**config.mk**
```make
export PLATFORM = sky130hd
export DESIGN_NAME = stage_ex
export DESIGN_NICKNAME = d
export VERILOG_FILES = /design/src/logic/isa_pkg.sv /design/src/logic/ex_pkg.sv /design/src/logic/operand_select.sv /design/src/logic/exec_lane.sv /design/src/logic/completion_arbiter.sv /design/src/logic/stage_ex.sv
export VERILOG_INCLUDE_DIRS = /design/src /design/src/include
export SDC_FILE = /design/constraint.sdc
export NUM_CORES = 2
export LEC_CHECK = 0
export BUFFER_PORTS_ARGS = -buffer_cell sky130_fd_sc_hd__buf_4
export CORE_ASPECT_RATIO = 0.9
export CORE_MARGIN = 5
export CORE_UTILIZATION = 25
export CTS_CLUSTER_SIZE = 16
export DETAILED_ROUTE_END_ITERATION = 8
export PLACE_DENSITY = 0.53
export SETUP_SLACK_MARGIN = 0.5
export SLEW_MARGIN = 20
export SYNTH_ARGS = -nofsm -noshare
export SYNTH_HDL_FRONTEND = slang
export SYNTH_SLANG_ARGS = --single-unit
```
**constraint.sdc**
```tcl
create_clock -name clk -period 9.93 [get_ports clk]
set_input_delay 1.986 -clock clk [delete_from_list [all_inputs] [get_ports clk]]
set_output_delay 1.986 -clock clk [all_outputs]
set_load 0.05 [all_outputs]
```
**src/include/ex_config.svh**
```systemverilog
// execute stage sizing

`ifndef EX_CONFIG_SVH
`define EX_CONFIG_SVH

// data path width
`define EX_XLEN 32

// reorder buffer tag width
`define EX_TAG_W 5

// number of alu issue lanes
`define EX_NUM_LANES 2

`endif

```
**src/logic/isa_pkg.sv**
```systemverilog
// rv32 integer encodings

`default_nettype none

package isa_pkg;

    ////////////////////////////////////////
    // alu and operand select codes
    ////////////////////////////////////////

    typedef enum logic [4:0] {
        ALU_ADD  = 5'h00,
        ALU_SUB  = 5'h01,
        ALU_SLT  = 5'h02,
        ALU_SLTU = 5'h03,
        ALU_AND  = 5'h04,
        ALU_OR   = 5'h05,
        ALU_XOR  = 5'h06,
        ALU_SLL  = 5'h07,
        ALU_SRL  = 5'h08,
        ALU_SRA  = 5'h09
    } alu_func_t;

    // a side source
    typedef enum logic [1:0] {
        OPA_IS_RS1  = 2'h0,
        OPA_IS_NPC  = 2'h1,
        OPA_IS_PC   = 2'h2,
        OPA_IS_ZERO = 2'h3
    } opa_sel_t;

    // b side source
    typedef enum logic [3:0] {
        OPB_IS_RS2   = 4'h0,
        OPB_IS_I_IMM = 4'h1,
        OPB_IS_S_IMM = 4'h2,
        OPB_IS_B_IMM = 4'h3,
        OPB_IS_U_IMM = 4'h4,
        OPB_IS_J_IMM = 4'h5
    } opb_sel_t;

    // branch funct3 values
    typedef enum logic [2:0] {
        BR_EQ  = 3'b000,
        BR_NE  = 3'b001,
        BR_LT  = 3'b100,
        BR_GE  = 3'b101,
        BR_LTU = 3'b110,
        BR_GEU = 3'b111
    } br_func_t;

    ////////////////////////////////////////
    // immediate extraction
    ////////////////////////////////////////

    function automatic logic [31:0] i_imm(input logic [31:0] inst);
        return {{20{inst[31]}}, inst[31:20]};
    endfunction

    // store offset split around rd field
    function automatic logic [31:0] s_imm(input logic [31:0] inst);
        return {{20{inst[31]}}, inst[31:25], inst[11:7]};
    endfunction

    // branch offset, bit 0 always zero
    function automatic logic [31:0] b_imm(input logic [31:0] inst);
        return {{19{inst[31]}}, inst[31], inst[7], inst[30:25], inst[11:8], 1'b0};
    endfunction

    function automatic logic [31:0] u_imm(input logic [31:0] inst);
        return {inst[31:12], 12'h000};
    endfunction

    // jal offset, scrambled field order
    function automatic logic [31:0] j_imm(input logic [31:0] inst);
        return {{11{inst[31]}}, inst[31], inst[19:12], inst[20], inst[30:21], 1'b0};
    endfunction

endpackage

`default_nettype wire

```
**src/logic/ex_pkg.sv**
```systemverilog
// execute stage packets

`default_nettype none

`include "ex_config.svh"

package ex_pkg;

    ////////////////////////////////////////
    // issue side
    ////////////////////////////////////////

    // one lane as handed over by the issue logic
    typedef struct packed {
        logic                      valid;
        logic [`EX_TAG_W-1:0]      rob_tag;
        logic [`EX_XLEN-1:0]       pc;
        logic [`EX_XLEN-1:0]       npc;
        logic [31:0]               inst;
        // register file values
        logic [`EX_XLEN-1:0]       opa;
        logic [`EX_XLEN-1:0]       opb;
        isa_pkg::opa_sel_t         opa_sel;
        isa_pkg::opb_sel_t         opb_sel;
        isa_pkg::alu_func_t        alu_func;
        logic                      cond_branch;
        logic                      uncond_branch;
    } issue_pkt_t;

    // operands resolved, ready for the alu
    typedef struct packed {
        logic                      valid;
        logic [`EX_TAG_W-1:0]      rob_tag;
        logic [`EX_XLEN-1:0]       opa_val;
        logic [`EX_XLEN-1:0]       opb_val;
        isa_pkg::alu_func_t        alu_func;
        isa_pkg::br_func_t         br_func;
        // raw register values for the compare
        logic [`EX_XLEN-1:0]       rs1;
        logic [`EX_XLEN-1:0]       rs2;
        logic                      cond_branch;
        logic                      uncond_branch;
        logic [`EX_XLEN-1:0]       npc;
    } lane_op_t;

    ////////////////////////////////////////
    // completion side
    ////////////////////////////////////////

    typedef struct packed {
        logic                      valid;
        logic [`EX_TAG_W-1:0]      rob_tag;
        logic [`EX_XLEN-1:0]       value;
        logic                      take_branch;
    } lane_res_t;

    // what goes out on the cdb
    typedef struct packed {
        logic                      valid;
        logic [`EX_TAG_W-1:0]      rob_tag;
        logic [`EX_XLEN-1:0]       value;
        logic                      take_branch;
    } cp_pkt_t;

endpackage

`default_nettype wire

```
**src/logic/operand_select.sv**
```systemverilog
// lane operand multiplexers

`default_nettype none

`include "ex_config.svh"

module operand_select (
    input  ex_pkg::issue_pkt_t [`EX_NUM_LANES-1:0] issue_pkt,
    output ex_pkg::lane_op_t   [`EX_NUM_LANES-1:0] lane_op
);
    import isa_pkg::*;

    // same mux pair for every lane, so one loop covers them all
    always_comb begin
        for (int i = 0; i < `EX_NUM_LANES; i++) begin
            ////////////////////////////////////////
            // a operand
            ////////////////////////////////////////
            case (issue_pkt[i].opa_sel)
                OPA_IS_RS1:  lane_op[i].opa_val = issue_pkt[i].opa;
                OPA_IS_NPC:  lane_op[i].opa_val = issue_pkt[i].npc;
                OPA_IS_PC:   lane_op[i].opa_val = issue_pkt[i].pc;
                OPA_IS_ZERO: lane_op[i].opa_val = '0;
                // filler so a bad select is easy to spot
                default:     lane_op[i].opa_val = `EX_XLEN'hdeadface;
            endcase

            ////////////////////////////////////////
            // b operand
            ////////////////////////////////////////
            case (issue_pkt[i].opb_sel)
                OPB_IS_RS2: begin
                    lane_op[i].opb_val = issue_pkt[i].opb;
                end
                OPB_IS_I_IMM: begin
                    lane_op[i].opb_val = i_imm(issue_pkt[i].inst);
                end
                OPB_IS_S_IMM: begin
                    lane_op[i].opb_val = s_imm(issue_pkt[i].inst);
                end
                // branch target offset
                OPB_IS_B_IMM: begin
                    lane_op[i].opb_val = b_imm(issue_pkt[i].inst);
                end
                OPB_IS_U_IMM: begin
                    lane_op[i].opb_val = u_imm(issue_pkt[i].inst);
                end
                // jal target offset
                OPB_IS_J_IMM: begin
                    lane_op[i].opb_val = j_imm(issue_pkt[i].inst);
                end
                default: begin
                    lane_op[i].opb_val = `EX_XLEN'hfacefeed;
                end
            endcase

            // compare code sits in funct3
            lane_op[i].br_func       = br_func_t'(issue_pkt[i].inst[14:12]);

            // compare always works on the register values
            lane_op[i].rs1           = issue_pkt[i].opa;
            lane_op[i].rs2           = issue_pkt[i].opb;

            // control and bookkeeping pass along
            lane_op[i].valid         = issue_pkt[i].valid;
            lane_op[i].rob_tag       = issue_pkt[i].rob_tag;
            lane_op[i].alu_func      = issue_pkt[i].alu_func;
            lane_op[i].cond_branch   = issue_pkt[i].cond_branch;
            lane_op[i].uncond_branch = issue_pkt[i].uncond_branch;
            lane_op[i].npc           = issue_pkt[i].npc;
        end
    end

endmodule

`default_nettype wire

```
**src/logic/exec_lane.sv**
```systemverilog
// single alu lane with branch resolve

`default_nettype none

`include "ex_config.svh"

module exec_lane (
    input  ex_pkg::lane_op_t  lane_op,
    output ex_pkg::lane_res_t lane_res
);
    import isa_pkg::*;

    // signed views for slt, sra and branch compares
    logic signed [`EX_XLEN-1:0] opa_s;
    logic signed [`EX_XLEN-1:0] opb_s;
    logic signed [`EX_XLEN-1:0] rs1_s;
    logic signed [`EX_XLEN-1:0] rs2_s;

    // shift amount, low five bits of b
    logic [4:0]                 shamt;

    logic [`EX_XLEN-1:0]        alu_result;
    logic                       cmp_true;
    logic                       take;

    assign opa_s = lane_op.opa_val;
    assign opb_s = lane_op.opb_val;
    assign rs1_s = lane_op.rs1;
    assign rs2_s = lane_op.rs2;
    assign shamt = lane_op.opb_val[4:0];

    ////////////////////////////////////////
    // alu
    ////////////////////////////////////////

    always_comb begin
        case (lane_op.alu_func)
            ALU_ADD:  alu_result = lane_op.opa_val + lane_op.opb_val;
            ALU_SUB:  alu_result = lane_op.opa_val - lane_op.opb_val;
            ALU_SLT:  alu_result = `EX_XLEN'(opa_s < opb_s);
            ALU_SLTU: alu_result = `EX_XLEN'(lane_op.opa_val < lane_op.opb_val);
            ALU_AND:  alu_result = lane_op.opa_val & lane_op.opb_val;
            ALU_OR:   alu_result = lane_op.opa_val | lane_op.opb_val;
            ALU_XOR:  alu_result = lane_op.opa_val ^ lane_op.opb_val;
            ALU_SLL:  alu_result = lane_op.opa_val << shamt;
            ALU_SRL:  alu_result = lane_op.opa_val >> shamt;
            // sign bit fills from the left
            ALU_SRA:  alu_result = opa_s >>> shamt;
            // unused codes
            default:  alu_result = `EX_XLEN'hfacebeec;
        endcase
    end

    ////////////////////////////////////////
    // branch compare
    ////////////////////////////////////////

    always_comb begin
        case (lane_op.br_func)
            BR_EQ:   cmp_true = (lane_op.rs1 == lane_op.rs2);
            BR_NE:   cmp_true = (lane_op.rs1 != lane_op.rs2);
            BR_LT:   cmp_true = (rs1_s < rs2_s);
            BR_GE:   cmp_true = (rs1_s >= rs2_s);
            BR_LTU:  cmp_true = (lane_op.rs1 < lane_op.rs2);
            BR_GEU:  cmp_true = (lane_op.rs1 >= lane_op.rs2);
            // funct3 010 and 011 are not branches
            default: cmp_true = 1'b0;
        endcase
    end

    // jumps always go, conditionals only on a true compare
    assign take = lane_op.uncond_branch || (lane_op.cond_branch && cmp_true);

    ////////////////////////////////////////
    // lane result
    ////////////////////////////////////////

    assign lane_res.valid       = lane_op.valid;
    assign lane_res.rob_tag     = lane_op.rob_tag;
    assign lane_res.take_branch = take;

    // fall through to npc on a not taken conditional branch
    assign lane_res.value = (lane_op.cond_branch && !take) ? lane_op.npc : alu_result;

endmodule

`default_nettype wire

```
**src/logic/completion_arbiter.sv**
```systemverilog
// cdb completion arbiter

`default_nettype none

`include "ex_config.svh"

module completion_arbiter (
    input  logic                                  clk,
    input  logic                                  rst,
    input  logic                                  cdb_busy,
    input  ex_pkg::lane_res_t [`EX_NUM_LANES-1:0] lane_res,
    output ex_pkg::cp_pkt_t                       cp_pkt
);
    import ex_pkg::*;

    // winner this cycle when the bus is free
    cp_pkt_t win_pkt;

    // last cycle's cp_pkt, replayed under busy
    cp_pkt_t held_pkt;

    ////////////////////////////////////////
    // priority pick
    ////////////////////////////////////////

    // walk from the top lane down
    // lower lanes overwrite, so lane 0 wins
    always_comb begin
        win_pkt = '0;
        for (int i = `EX_NUM_LANES - 1; i >= 0; i--) begin
            if (lane_res[i].valid) begin
                win_pkt.valid       = 1'b1;
                win_pkt.rob_tag     = lane_res[i].rob_tag;
                win_pkt.value       = lane_res[i].value;
                win_pkt.take_branch = lane_res[i].take_branch;
            end
        end
    end

    ////////////////////////////////////////
    // output and hold
    ////////////////////////////////////////

    // new result goes out the same cycle unless the bus stalls
    assign cp_pkt = cdb_busy ? held_pkt : win_pkt;

    // captures every cycle
    // under busy it just reloads itself
    always_ff @(posedge clk or posedge rst) begin
        if (rst) begin
            held_pkt <= '0;
        end else begin
            held_pkt <= cp_pkt;
        end
    end

endmodule

`default_nettype wire

```
**src/logic/stage_ex.sv**
```systemverilog
// integer execute stage

`default_nettype none

`include "ex_config.svh"

module stage_ex (
    input  logic                                   clk,
    input  logic                                   rst,
    input  ex_pkg::issue_pkt_t [`EX_NUM_LANES-1:0] issue_pkt,
    input  logic                                   cdb_busy,
    output ex_pkg::cp_pkt_t                        cp_pkt
);
    import ex_pkg::*;

    // resolved operands per lane
    lane_op_t  [`EX_NUM_LANES-1:0] lane_op;

    // per lane results into the arbiter
    lane_res_t [`EX_NUM_LANES-1:0] lane_res;

    ////////////////////////////////////////
    // operand muxes
    ////////////////////////////////////////

    operand_select u_operand_select (
        .issue_pkt (issue_pkt),
        .lane_op   (lane_op)
    );

    ////////////////////////////////////////
    // alu lanes
    ////////////////////////////////////////

    for (genvar g = 0; g < `EX_NUM_LANES; g++) begin : g_lane
        exec_lane u_exec_lane (
            .lane_op  (lane_op[g]),
            .lane_res (lane_res[g])
        );
    end

    // single cdb port, lane 0 first
    completion_arbiter u_completion_arbiter (
        .clk      (clk),
        .rst      (rst),
        .cdb_busy (cdb_busy),
        .lane_res (lane_res),
        .cp_pkt   (cp_pkt)
    );

endmodule

`default_nettype wire

```
==> run_results.csv <==
group,metric,value,unit
power,power.density,88.9,mW/mm^2
clock_network,cts_buffer_depth,2,
place,hpwl,141000,microns
yosys,ys_seq_area_frac,0.0403,
worst_setup_path,reg2reg_depth,8,
place,port_buffers,385,
sta,rsz0062_at_grt,"false",
worst_setup_path,endpoint_kind,"primary output",
sta,fin_hold_ws,0.506,ns
worst_setup_path,cp_cell_sequence,"buf_4 -> nor2_1 -> a221oi_1 -> a21oi_1 -> nand2b_1 -> ha_1 -> or3_1 -> or2_2 -> a31oi_1 -> o211ai_1 -> nor3_1 -> o21ai_0 -> and4_1 -> o21ai_0 -> buf_4",
yosys,synthAdderAreaFrac,0.137,
final_layout,final_util,0.301,
yosys,netlist_instances,3648,
final_layout,final_layout_size_suffix_gt1_frac,0.168,
worst_hold_path,whs_path_depth,2,
worst_setup_path,slowest_delay,0.97,ns
yosys,async_reset_ff_frac,1.00,
grt,grt_first_pass_wirelength,232000,microns
sta,max-slew-margin-rel,0.160,
power,cellLeakagePower,13.2,nW
run_status,outcome,"finished clean",
yosys,synthMuxAreaShare,0.135,
clock_network,clkTransAtPathRegs,0.06,ns
worst_setup_path,slowest_stage,"o21ai_0",
final_layout,fin_cells,5197,
yosys,synth_top_area_frac,0.133,
worst_setup_path,crit_required,7.94,ns
final_layout,final_cell_area,0.0290,sq mm
yosys,synth_xor_area_frac,0.0199,
yosys,synth_area_leader_cell,"ha_1",
sta,fin_crit_sh,0.951,
floorplanning,die_w,338,microns
worst_setup_path,critPathMaxFanout,26,
route,first_pass_iters,6,
grt,gr-total-overflow,0,
grt,antenna_found_initial,11,
final_layout,top_register,"u_completion_arbiter.held_pkt",
final_layout,largest_reg_flops,39,
yosys,ys.flop_type,"dfrtp_1",
floorplanning,num_rows,108,
worst_hold_path,hp-class,"reg -> reg",
floorplanning,coreArea,0.0963,sq mm
clock_network,cts_tree,"yes",
yosys,synth.avg_cell_area,6.64,sq um
worst_setup_path,startpoint_type,"primary input",
yosys,synth_top_family_by_area,"compound AO/OA/AOI/OAI gates",
sta,setup_viol,0,
yosys,syn_nets,4271,
flow_run,max-cap-violations,0,
clock_network,clkLatencyLatePin,0.32,ns
route,num_vias,32099,
floorplanning,ios,400,
route,antenna_left,0,
yosys,ys_types,95,
sta,tightest_slew,1.25,ns
yosys,synthSimpleGateAreaFrac,0.197,
clock_network,cts-buffers-inserted,5,
clock_network,clock_sinks,39,
final_layout,nets,4549,
final_layout,area_growth_syn_to_layout,19.8,%
sta,drv_slew,0,
yosys,synth-compound-area-share,0.380,
sta,layout_min_cycle_time,9.45,ns
floorplanning,die_y,305,microns
grt,track_usage,0.309,
route,viasPerCell,6.18,
clock_network,h-tree-depth,2,
power,peakVddDrop,0.0000725,V
floorplanning,die-area,0.103,sq mm
place,place.gp.congestion,1.05,
clock_network,postCtsHoldBufs,0,
route,drt_iter0_drc,4871,
grt,grt_pass1_vias,29828,
yosys,synth_edf_count,0,
sta,hold_viol_final,0,
sta,max_freq,106,MHz
grt,grt_start_max_net_pins,70,
yosys,synth_seq_cells,39,
sta,finalClockSkew,0,ns
floorplanning,start_util,0.251,
sta,setup_tns,0,ns
worst_setup_path,crit_arrival,7.46,ns
yosys,syn_area,0.0242,sq mm
worst_setup_path,critPathKind,"in -> out",
route,wl_per_cell,32.4,microns
yosys,yosys_warnings,0,
place,postPlaceCellArea,0.0288,sq mm
clock_network,cts_root_buf,"clkbuf_16",
place,placedCellCount,5183,
final_layout,top_regs,"u_completion_arbiter.held_pkt x39",
yosys,yosys-top-cells-area,"ha_1 (13%), mux2i_1 (12%), a21oi_1 (6.7%)",
route,routed_wl,168000,microns
final_layout,fillers,10893,
route,route.detailed.drc,0,
[through the flow]
| step | setup WS [ns] | power [mW] |
|---|---|---|
| after floorplan | 0.791 | 1.44 |
| after global placement | 0.479 | 2.29 |
| after detailed placement | 0.478 | 2.28 |
| after CTS | 0.606 | 2.50 |
| after global routing | 0.502 | 2.70 |
| final | 0.482 | 2.58 |
[synthesized netlist by cell type, drive strengths merged (52+ instances only)]
| cell | count |
|---|---|
| a211oi | 85 |
| a21o | 52 |
| a21oi | 325 |
| buf | 114 |
| clkbuf | 159 |
| ha | 258 |
| inv | 260 |
| mux2i | 281 |
| nand2 | 374 |
| nand3 | 54 |
| nor2 | 336 |
| nor3 | 69 |
| o211ai | 67 |
| o21ai | 316 |
| o2bb2ai | 64 |
[per-layer routing]
metal | global-route usage | up-vias | wire length (microns)
li1 | - | 14122 | -
met1 | 0.453 | 15544 | 73200
met2 | 0.426 | 2180 | 65400
met3 | 0.0970 | 245 | 23100
met4 | 0.0957 | 8 | 6510
met5 | 0 | - | 39
[cell type report]
| cell class | instances | area, sq um | share of cell area |
|---|---|---|---|
| antenna | 5 | 12.5 | 0.000431 |
| clock buffer | 6 | 139 | 0.00478 |
| clock inverter | 2 | 35.0 | 0.00121 |
| inverter | 268 | 1010 | 0.0348 |
| multi-input combinational | 3068 | 21200 | 0.730 |
| sequential | 39 | 976 | 0.0336 |
| tap | 1265 | 1580 | 0.0545 |
| timing repair buffer | 544 | 4100 | 0.141 |
[where the power goes]
part	switching, mW	internal (mW)	leakage [nW]
combinational	1.46	0.723	12.6
sequential	0.00719	0.180	0.488
clock	0.0824	0.125	0.0869
total	1.55	1.03	13.2
[layout by cell type, fill, tap and decap left out, types with 11 or more instances in the layout]
cell type / n
nand4_1: 27
a22oi_1: 36
xor2_1: 11
mux2_2: 39
nor2_1: 333
xnor2_1: 44
a311oi_1: 16
a21oi_1: 319
nand3_1: 54
dfrtp_1: 39
a21o_1: 51
a2bb2oi_1: 11
nand2_1: 374
o2bb2ai_1: 61
o21a_1: 21
nand3b_1: 11
or3_1: 19
a221o_1: 47
o22ai_1: 48
a211oi_1: 85
or2_2: 12
nor2b_1: 23
mux2i_1: 280
o21bai_1: 18
o211ai_1: 67
and3_1: 12
a31oi_1: 34
o221ai_1: 35
o21ai_0: 309
nor3_1: 69
inv_1: 256
o31ai_1: 29
a221oi_1: 35
nand2b_1: 35
nor4_1: 24
buf_4: 543
and2_1: 18
ha_1: 258
[final timing paths]
path / from / endpoint / slack, ns
worst max-delay path: issue_pkt[7] / cp_pkt[14] / 0.48
worst min-delay path: u_completion_arbiter.held_pkt[37] / u_completion_arbiter.held_pkt[37] / 0.51
worst max register to register: u_completion_arbiter.held_pkt[24] / u_completion_arbiter.held_pkt[24] / 7.29
worst min register to register: u_completion_arbiter.held_pkt[37] / u_completion_arbiter.held_pkt[37] / 0.51
max in group asynchronous: rst / u_completion_arbiter.held_pkt[22] / 7.58
min in group asynchronous: rst / u_completion_arbiter.held_pkt[38] / 1.80
[critical path, delay by kind of cell]
kind,cells,cell delay (ns)
and+or+nand+nor,6,1.92
AOI/OAI and AO/OA,6,2.61
adders and majority gates,1,0.35
buffers and inverters,2,0.56
[logic make-up after synthesis]
kind of cell,count (synthesis)
mux,321
buf+inv,541
xor+xnor,55
simple gates,1056
compound gates,1374
flops,39
fa+ha+maj,262
[timing repair]
| item | CTS | global route |
|---|---|---|
| gates resized for setup | 1 | 15 |
| buffers inserted | 0 | 1 |
| gates cloned | 0 | 0 |
| pin swaps | 0 | 2 |
| setup endpoints to repair | 1 | 8 |
Power figures use the tool's default switching activity.
